$ cat config.mk
export PLATFORM = sky130hd
export DESIGN_NAME = spm_decoder_top
export DESIGN_NICKNAME = d
export VERILOG_FILES = /design/src/spm_pkg.sv /design/src/spm_control.sv /design/src/spm_response_fifo.sv /design/src/spm_code_unpacker.sv /design/src/spm_coord_pipeline.sv /design/src/spm_decoder_top.sv
export SDC_FILE = /design/constraint.sdc
export NUM_CORES = 1
export LEC_CHECK = 0
export ABC_AREA = 0
export ABC_CLOCK_PERIOD_IN_PS = 4100
export BUFFER_PORTS_ARGS = -buffer_cell sky130_fd_sc_hd__buf_2
export CORE_ASPECT_RATIO = 0.6
export CORE_UTILIZATION = 50
export CTS_CLUSTER_SIZE = 10
export DETAILED_ROUTE_END_ITERATION = 10
export PLACE_DENSITY = 0.7
export REMOVE_ABC_BUFFERS = 1
export SLEW_MARGIN = 20
export SYNTH_ARGS = -nofsm -noshare
export SYNTH_HDL_FRONTEND = slang
export SYNTH_SLANG_ARGS = --single-unit
$ cat constraint.sdc
create_clock -name clk -period 4.1 [get_ports clk]
set_clock_uncertainty 0.1 [all_clocks]
set_input_delay 0.82 -clock clk [delete_from_list [all_inputs] [get_ports clk]]
set_output_delay 0.82 -clock clk [all_outputs]
set_load 0.005 [all_outputs]
$ cat src/spm_pkg.sv
package spm_pkg;

    // memory byte address and data word
    typedef logic [47:0] addr_t;
    typedef logic [63:0] word_t;

    // delta code: [1:0] kind, [6:2] delta, [7] unused
    typedef logic [7:0] code_t;

    // row or column index
    typedef logic [31:0] coord_t;

    // command word fields
    localparam int OPCODE_LSB    = 0;
    localparam int OPCODE_BITS   = 4;
    localparam int PE_LSB        = 4;
    localparam int PE_BITS       = 6;
    localparam int BROADCAST_BIT = 10;
    localparam int REG_LSB       = 11;
    localparam int REG_BITS      = 2;
    localparam int VALUE_LSB     = 16;
    localparam int VALUE_BITS    = 48;

    typedef enum logic [OPCODE_BITS-1:0] {
        OP_NOP    = 4'd0,
        OP_RST    = 4'd1,
        OP_LD     = 4'd2,
        OP_STEADY = 4'd3
    } op_code_t;

    // targets of OP_LD
    localparam logic [REG_BITS-1:0] REG_ADDR = 2'd0;
    localparam logic [REG_BITS-1:0] REG_END  = 2'd1;

    // kinds 2 and 3 are both padding
    typedef enum logic [1:0] {
        KIND_NEWLINE = 2'd0,
        KIND_STEP    = 2'd1,
        KIND_PAD     = 2'd2
    } code_kind_t;

    // address step per fetch
    localparam int WORD_BYTES = 8;

    typedef enum logic {
        IDLE   = 1'b0,
        STEADY = 1'b1
    } run_state_t;

endpackage

$ cat src/spm_control.sv
`timescale 1ns/1ps

module spm_control #(
    parameter int PE_ID      = 0,
    parameter int FIFO_DEPTH = 16
) (
    input  logic           clk,
    input  logic           rst,
    input  spm_pkg::word_t op_in,
    input  logic           req_mem_stall,
    input  logic           rsp_mem_push,
    input  logic           word_taken,
    input  logic           pipe_empty,
    input  logic           fifo_empty,
    output logic           busy,
    output logic           req_mem_ld,
    output spm_pkg::addr_t req_mem_addr,
    output logic           decoder_clear
);
    import spm_pkg::*;

    localparam int CNT_BITS = $clog2(FIFO_DEPTH + 1);

    word_t               op_r;
    logic                req_mem_stall_r;
    run_state_t          state;
    run_state_t          next_state;
    addr_t               addr_q;
    addr_t               end_q;
    addr_t               next_addr;
    addr_t               next_end;
    logic [CNT_BITS-1:0] outstanding;
    logic                op_active;
    op_code_t            opcode;
    logic [REG_BITS-1:0] reg_sel;
    addr_t               op_value;
    logic                at_end;
    logic                quiet;
    logic                issue;

    // command fields of the registered op
    assign opcode    = op_code_t'(op_r[OPCODE_LSB +: OPCODE_BITS]);
    assign reg_sel   = op_r[REG_LSB +: REG_BITS];
    assign op_value  = op_r[VALUE_LSB +: VALUE_BITS];
    assign op_active = op_r[BROADCAST_BIT]
                    || (op_r[PE_LSB +: PE_BITS] == PE_BITS'(PE_ID));

    assign at_end = (addr_q == end_q);

    // nothing requested, buffered or in the pipeline
    assign quiet = (outstanding == '0) && fifo_empty && pipe_empty;

    // one fetch per cycle, bounded by the fifo space
    assign issue = (state == STEADY) && !at_end && !req_mem_stall_r
                && (outstanding < CNT_BITS'(FIFO_DEPTH));

    assign busy = (state == STEADY) || !quiet;

    always_comb begin
        next_state = state;
        next_addr  = addr_q;
        next_end   = end_q;
        if (issue) begin
            next_addr = addr_q + addr_t'(WORD_BYTES);
        end
        if (state == STEADY && at_end && quiet) begin
            next_state = IDLE;
        end
        // commands take priority over the run
        if (op_active) begin
            case (opcode)
                OP_RST: begin
                    next_state = IDLE;
                end
                OP_STEADY: begin
                    next_state = STEADY;
                end
                OP_LD: begin
                    if (reg_sel == REG_ADDR) begin
                        next_addr = op_value;
                    end else if (reg_sel == REG_END) begin
                        next_end = op_value;
                    end
                end
                default: begin
                end
            endcase
        end
    end

    always_ff @(posedge clk) begin
        if (rst) begin
            op_r            <= '0;
            req_mem_stall_r <= 1'b0;
            state           <= IDLE;
            addr_q          <= '0;
            end_q           <= '0;
            outstanding     <= '0;
            req_mem_ld      <= 1'b0;
            decoder_clear   <= 1'b0;
        end else begin
            op_r            <= op_in;
            req_mem_stall_r <= req_mem_stall;
            state           <= next_state;
            addr_q          <= next_addr;
            end_q           <= next_end;
            req_mem_ld      <= issue;
            decoder_clear   <= op_active && (opcode == OP_RST);
            // words requested but not yet taken by the unpacker
            case ({issue, word_taken})
                2'b10:   outstanding <= outstanding + 1'b1;
                2'b01:   outstanding <= outstanding - 1'b1;
                default: outstanding <= outstanding;
            endcase
        end
    end

    // address travels with the strobe
    always_ff @(posedge clk) begin
        req_mem_addr <= addr_q;
    end

endmodule

$ cat src/spm_response_fifo.sv
`timescale 1ns/1ps

module spm_response_fifo #(
    parameter int DEPTH = 16
) (
    input  logic           clk,
    input  logic           rst,
    input  logic           rsp_mem_push,
    input  spm_pkg::word_t rsp_mem_q,
    input  logic           fifo_pop,
    output spm_pkg::word_t fifo_q,
    output logic           fifo_empty,
    output logic           rsp_mem_stall
);
    import spm_pkg::*;

    localparam int PTR_BITS = $clog2(DEPTH);
    localparam int CNT_BITS = $clog2(DEPTH + 1);
    // free entries left when the stall rises
    localparam int AF_FREE  = 4;

    word_t               mem [DEPTH];
    logic [PTR_BITS-1:0] wr_ptr;
    logic [PTR_BITS-1:0] rd_ptr;
    logic [CNT_BITS-1:0] count;
    logic                pop;

    // first word falls through
    assign fifo_q     = mem[rd_ptr];
    assign fifo_empty = (count == '0);
    assign pop        = fifo_pop && !fifo_empty;

    always_ff @(posedge clk) begin
        if (rst) begin
            wr_ptr        <= '0;
            rd_ptr        <= '0;
            count         <= '0;
            rsp_mem_stall <= 1'b0;
        end else begin
            if (rsp_mem_push) begin
                wr_ptr <= (wr_ptr == PTR_BITS'(DEPTH - 1)) ? '0 : wr_ptr + 1'b1;
            end
            if (pop) begin
                rd_ptr <= (rd_ptr == PTR_BITS'(DEPTH - 1)) ? '0 : rd_ptr + 1'b1;
            end
            count <= count + CNT_BITS'(rsp_mem_push) - CNT_BITS'(pop);
            rsp_mem_stall <= (count >= CNT_BITS'(DEPTH - AF_FREE));
        end
    end

    always_ff @(posedge clk) begin
        if (rsp_mem_push) begin
            mem[wr_ptr] <= rsp_mem_q;
        end
    end

endmodule

$ cat src/spm_code_unpacker.sv
`timescale 1ns/1ps

module spm_code_unpacker (
    input  logic           clk,
    input  logic           rst,
    input  logic           decoder_clear,
    input  spm_pkg::word_t fifo_q,
    input  logic           fifo_empty,
    input  logic           stall_index,
    output logic           fifo_pop,
    output logic           word_taken,
    output logic           code_valid,
    output spm_pkg::code_t code
);
    import spm_pkg::*;

    word_t      hold_word;
    logic       hold_valid;
    logic [2:0] byte_idx;
    logic       last_byte;

    // least significant byte first
    assign code       = hold_word[{byte_idx, 3'b000} +: 8];
    assign code_valid = hold_valid && !stall_index;
    assign last_byte  = (byte_idx == 3'd7);

    // the word leaves the fifo once its eighth byte is out,
    // so the fifo and the count keep covering it until then
    assign fifo_pop   = hold_valid && (decoder_clear || (code_valid && last_byte));
    assign word_taken = fifo_pop;

    always_ff @(posedge clk) begin
        if (rst || decoder_clear) begin
            hold_valid <= 1'b0;
            byte_idx   <= '0;
        end else if (!hold_valid) begin
            if (!fifo_empty) begin
                hold_valid <= 1'b1;
            end
            byte_idx <= '0;
        end else if (code_valid) begin
            byte_idx <= byte_idx + 1'b1;
            if (last_byte) begin
                hold_valid <= 1'b0;
            end
        end
    end

    // copy of the fifo head
    always_ff @(posedge clk) begin
        if (!hold_valid && !fifo_empty) begin
            hold_word <= fifo_q;
        end
    end

endmodule

$ cat src/spm_coord_pipeline.sv
`timescale 1ns/1ps

module spm_coord_pipeline #(
    parameter int LOG2_SUB_WIDTH  = 2,
    parameter int LOG2_SUB_HEIGHT = 2
) (
    input  logic            clk,
    input  logic            rst,
    input  logic            decoder_clear,
    input  logic            code_valid,
    input  spm_pkg::code_t  code,
    output logic            push_index,
    output spm_pkg::coord_t row,
    output spm_pkg::coord_t col,
    output logic            pipe_empty
);
    import spm_pkg::*;

    localparam int LOW_BITS = LOG2_SUB_WIDTH + LOG2_SUB_HEIGHT;
    localparam int COL_HI   = 32 - LOG2_SUB_WIDTH;
    localparam int ROW_HI   = 32 - LOG2_SUB_HEIGHT;

    // stage 1
    logic       s1_valid;
    code_kind_t s1_kind;
    logic [5:0] s1_step;

    // stage 2
    logic   s2_push;
    coord_t row_q;
    coord_t col_q;

    coord_t                   step_ext;
    logic [LOG2_SUB_WIDTH:0]  col_lo;
    logic [LOG2_SUB_HEIGHT:0] row_lo;
    logic [COL_HI-1:0]        col_hi;
    logic [ROW_HI-1:0]        row_hi;

    assign pipe_empty = !(s1_valid || s2_push || push_index);

    always_ff @(posedge clk) begin
        s1_kind <= code_kind_t'(code[1:0]);
        s1_step <= {1'b0, code[6:2]} + 6'd1;
    end

    // tiled add, carries ripple col low -> row low -> col high
    always_comb begin
        step_ext = coord_t'(s1_step);
        col_lo = {1'b0, col_q[LOG2_SUB_WIDTH-1:0]} + {1'b0, step_ext[LOG2_SUB_WIDTH-1:0]};
        row_lo = {1'b0, row_q[LOG2_SUB_HEIGHT-1:0]}
               + {1'b0, step_ext[LOW_BITS-1:LOG2_SUB_WIDTH]}
               + (LOG2_SUB_HEIGHT + 1)'(col_lo[LOG2_SUB_WIDTH]);
        col_hi = col_q[31:LOG2_SUB_WIDTH] + COL_HI'(step_ext[31:LOW_BITS])
               + COL_HI'(row_lo[LOG2_SUB_HEIGHT]);
        row_hi = row_q[31:LOG2_SUB_HEIGHT];
        if (s1_kind == KIND_NEWLINE) begin
            col_lo = '1;
            row_lo = '1;
            col_hi = '1;
            row_hi = row_q[31:LOG2_SUB_HEIGHT] + 1'b1;
        end
    end

    always_ff @(posedge clk) begin
        if (rst || decoder_clear) begin
            s1_valid   <= 1'b0;
            s2_push    <= 1'b0;
            push_index <= 1'b0;
            row_q      <= '0;
            row_q[LOG2_SUB_HEIGHT-1:0] <= '1;
            col_q      <= '1;
        end else begin
            s1_valid   <= code_valid;
            s2_push    <= s1_valid && (s1_kind == KIND_STEP);
            push_index <= s2_push;
            // padding leaves the coordinates alone
            if (s1_valid && (s1_kind == KIND_STEP || s1_kind == KIND_NEWLINE)) begin
                row_q <= {row_hi, row_lo[LOG2_SUB_HEIGHT-1:0]};
                col_q <= {col_hi, col_lo[LOG2_SUB_WIDTH-1:0]};
            end
        end
    end

    // stage 3
    always_ff @(posedge clk) begin
        row <= row_q;
        col <= col_q;
    end

endmodule

$ cat src/spm_decoder_top.sv
`timescale 1ns/1ps

module spm_decoder_top #(
    parameter int PE_ID           = 0,
    parameter int FIFO_DEPTH      = 16,
    parameter int LOG2_SUB_WIDTH  = 2,
    parameter int LOG2_SUB_HEIGHT = 2
) (
    input  logic            clk,
    input  logic            rst,
    input  spm_pkg::word_t  op_in,
    output logic            busy,
    output logic            req_mem_ld,
    output spm_pkg::addr_t  req_mem_addr,
    input  logic            req_mem_stall,
    input  logic            rsp_mem_push,
    input  spm_pkg::word_t  rsp_mem_q,
    output logic            rsp_mem_stall,
    output logic            push_index,
    output spm_pkg::coord_t row,
    output spm_pkg::coord_t col,
    input  logic            stall_index
);
    import spm_pkg::*;

    word_t fifo_q;
    logic  fifo_empty;
    logic  fifo_pop;
    logic  word_taken;
    logic  code_valid;
    code_t code;
    logic  decoder_clear;
    logic  pipe_empty;

    spm_control #(
        .PE_ID      (PE_ID),
        .FIFO_DEPTH (FIFO_DEPTH)
    ) i_control (
        .clk           (clk),
        .rst           (rst),
        .op_in         (op_in),
        .req_mem_stall (req_mem_stall),
        .rsp_mem_push  (rsp_mem_push),
        .word_taken    (word_taken),
        .pipe_empty    (pipe_empty),
        .fifo_empty    (fifo_empty),
        .busy          (busy),
        .req_mem_ld    (req_mem_ld),
        .req_mem_addr  (req_mem_addr),
        .decoder_clear (decoder_clear)
    );

    spm_response_fifo #(
        .DEPTH (FIFO_DEPTH)
    ) i_fifo (
        .clk           (clk),
        .rst           (rst),
        .rsp_mem_push  (rsp_mem_push),
        .rsp_mem_q     (rsp_mem_q),
        .fifo_pop      (fifo_pop),
        .fifo_q        (fifo_q),
        .fifo_empty    (fifo_empty),
        .rsp_mem_stall (rsp_mem_stall)
    );

    spm_code_unpacker i_unpacker (
        .clk           (clk),
        .rst           (rst),
        .decoder_clear (decoder_clear),
        .fifo_q        (fifo_q),
        .fifo_empty    (fifo_empty),
        .stall_index   (stall_index),
        .fifo_pop      (fifo_pop),
        .word_taken    (word_taken),
        .code_valid    (code_valid),
        .code          (code)
    );

    spm_coord_pipeline #(
        .LOG2_SUB_WIDTH  (LOG2_SUB_WIDTH),
        .LOG2_SUB_HEIGHT (LOG2_SUB_HEIGHT)
    ) i_pipeline (
        .clk           (clk),
        .rst           (rst),
        .decoder_clear (decoder_clear),
        .code_valid    (code_valid),
        .code          (code),
        .push_index    (push_index),
        .row           (row),
        .col           (col),
        .pipe_empty    (pipe_empty)
    );

endmodule

==> results.yml <==
critical_path:
  worst-path-buf-inv: 1
  crit_type: "reg -> reg"
  critical_path_arrival_ns: 4.05
  crit_required_ns: 4.60
  crit_path_frequent_cell: "fa_1"
  max_stage_delay_ns: 0.65
  cp-start-kind: "flip-flop"
  ff2ff_path_depth: 13
  reg2reg_to: "i_pipeline.col_q[28]"
  reg2reg_from: "i_pipeline.col_q[0]"
  cp_max_fo: 8
  cpLargestDelayFamily: "adder cells"
  cp_slowest_cell: "nor4_2"
  r2r_slack_ns: 0.55
  cp-end-kind: "flip-flop"
  worstPathCellList: "ha_1, fa_1, fa_1, fa_1, inv_1, fa_1, fa_1, nor2_1, nand2_1, nor4_2, nand4_1, xor2_1, nand2_1"
synthesis:
  synth_top_area_cell: "edfxtp_1"
  ys_warn_count: 0
  yosysMostFrequentCell: "edfxtp_1"
  ys_seq_area_frac: 0.734
  synthCells: 2664
  ys_dominant_reg_cell: "edfxtp_1"
  synth-edff-count: 952
  syn_area_per_cell_um2: 18.4
  yosysTopAreaCellShare: 0.582
  synth_area_um2: 49100
  synth_common_cells: "952 x edfxtp_1, 371 x dfxtp_1, 294 x mux4_2, 169 x nor2_1, 99 x xor2_1"
  synthArstFlopShare: 0
  yosysUniqueCellTypes: 58
  ys_seq_elements: 1323
  yosys-top-cells-area: "edfxtp_1 58%, dfxtp_1 15%, mux4_2 13%"
final_layout:
  area_growth_pct: 14.9
  multiInputGateArea_um2: 12500
  drive_gt1_frac: 0.264
  num-fill-cells: 7068
  area.sequential_um2: 36000
  final_nets: 3143
  final_util: 0.583
power:
  swShare: 0.214
  combPwrFrac: 0.053
  peakVddDrop_mv: 0.503
  power_density_nw_per_um2: 501
  seq_power_share: 0.534
  p_int_mw: 22.2
  p_switching_mw: 6.05
  p_clk_frac: 0.413
  leakagePower_nw: 18.8
clock_tree:
  clockBufferDepth: 3
  htreeDepth: 4
  postCtsHoldBufs: 0
  clkTransAtPathRegs_ns: 0.06
  cts_tree: "built"
  cts_resized: 0
  insertion_delay_ns: 0.74
  cts_sinks: 1323
  clock-root-buffer: "clkbuf_16"
  cts_buffers: 150
  cts_setup_buffers: 0
job:
  drv_cap: 0
placed_design:
  gp_congestion: 0.882
  port-buffer-count: 237
  hpwlAfterDp_um: 62200
  pre_cts_slack_ns: 0.545
timing:
  max-slew-margin-rel: 0.271
  period_share: 0.866
  fmax_mhz: 282
  hold_viol: 0
  setup_ws_ns: 0.551
  worst_pin_slew_ns: 1.09
  rsz0062_at_grt: "false"
  fin_crit_ns: 3.55
  setup_viol: 0
  slew_violations: 0
detailed_routing:
  ant_nets: 0
  drt_wl_total_um: 109000
  drt_iter0_markers: 2695
  wl_per_cell_um: 25.1
  num_vias: 25000
  vias_per_cell: 5.77
  drcViolationCount: 0
  drt-pass1-iter-count: 5
global_routing:
  grt_max_degree: 138
  first_global_vias: 25900
  grt_pass1_wl_um: 162000
  grtUsageTotal: 0.222
  grt-ovfl-total: 0
  grt_antenna_before_repair: 14
floorplan:
  core_area_um2: 96700
  ios: 249
  die_x_um: 407
  initial_core_util: 0.508
  rows: 88
  die_h_um: 245
  dieArea_um2: 99500
min_path:
  min_to: "i_control.op_r[43]"
  hp-class: "in -> reg"
  min_path_cells: 2
  min_from: "op_in[43]"
outcome:
  outcome: "finished, final reports clean"
[placed cells by master, fill, tap and decap left out, types with 7 or more instances in the layout]
master and count:
nor4_1 26, nor2b_1 70, xnor2_1 50, buf_4 32
clkbuf_16 155, xor2_1 99, inv_1 23, mux4_2 294
buf_2 236, a21oi_1 29, buf_12 27, clkbuf_1 31
and2_4 16, mux2i_1 59, dfxtp_1 367, ha_1 24
nand3_1 44, nor3_1 25, nand4_1 30, and4_1 7
a211oi_1 34, o21ai_0 22, nand2_1 86, edfxtp_1 952
nor2_1 167, and3_1 24
[worst register-to-register path: cells and delay by family (launching register included)]
family / cells / cell delay [ns]
buf+inv: 1 / 0.05
simple gates: 5 / 1.24
xor+xnor: 1 / 0.17
fa+ha+maj: 6 / 1.53
flops: 1 / 0.34
[worst max-delay path by stage]
stage,start,to,slack (ns),depth (start not counted)
after floorplan,i_fifo.rd_ptr[0],i_unpacker.hold_word[0],-6.63,2
after global placement,stall_index,i_fifo.count[4],0.61,15
after detailed placement,stall_index,i_fifo.count[4],0.55,15
after CTS,i_pipeline.col_q[0],i_pipeline.col_q[28],0.58,13
after global routing,i_control.addr_q[30],i_control.outstanding[4],0.25,15
final,i_pipeline.col_q[0],i_pipeline.col_q[28],0.55,13
[layout make-up]
type	instances	area share
Tap cell	1305	0.0290
Sequential cell	1323	0.639
Timing Repair Buffer	295	0.0348
Inverter	23	0.00153
Clock inverter	10	0.00195
Clock buffer	187	0.0711
Multi-Input combinational cell	1187	0.223
Antenna cell	5	0.000222
[registers in the layout (all words and copies together), names as in the netlist, 4 cells and up]
signal,count
i_fifo.wr_ptr,4
i_control.req_mem_addr,48
i_control.op_r,61
i_unpacker.hold_word,56
i_pipeline.col,32
i_pipeline.col_q,32
i_fifo.mem,896
i_fifo.count,5
i_control.outstanding,5
i_pipeline.row,32
i_fifo.rd_ptr,4
i_pipeline.row_q,32
i_control.end_q,48
i_pipeline.s1_step,6
i_control.addr_q,48
[stage by stage]
stage | setup TNS, ns | hold slack [ns] | area (µm²) | total power [mW] | std cells
3_5_place_dp | 0 | 0.263 | 52300 | 16.9 | 4133
6_report | 0 | 0.195 | 56400 | 28.2 | 4335
3_3_place_gp | 0 | 0.255 | 52300 | 16.8 | 4133
2_1_floorplan | -397.39 | 0.249 | 48600 | 16.1 | 2533
4_1_cts | 0 | 0.144 | 56400 | 28.5 | 4330
5_1_grt | 0 | 0.180 | 56400 | 29.1 | 4334
[kinds of logic (layout without fill, tap and decap cells)]
group	count (synthesis)	in the layout	share of synthesized area
fa+ha+maj	30	30	0.00856
simple gates	546	546	0.0576
mux	358	358	0.148
compound gates	104	104	0.0135
other cells	0	5	0
buf+inv	154	515	0.0122
flops	1323	1323	0.734
xor+xnor	149	149	0.0266
[power groups by stage]
| stage | clock, mW | sequential (mW) | combinational (mW) |
|---|---|---|---|
| floorplan | 0 | 15.3 | 0.793 |
| global placement | 0 | 15.3 | 1.43 |
| detailed placement | 0 | 15.4 | 1.50 |
| CTS | 11.9 | 15.1 | 1.50 |
| global route | 12.4 | 15.1 | 1.62 |
| finish | 11.7 | 15.1 | 1.49 |
[layer usage]
metal / share of wire / vias to the layer above / track usage
met1: 0.43 / 13000 / 0.313
met3: 0.069 / 191 / 0.0498
met5: 0.00085 / - / 0
met4: 0.020 / 14 / 0.0710
met2: 0.48 / 812 / 0.346
li1: - / 11000 / -
Power figures use the tool's default switching activity.
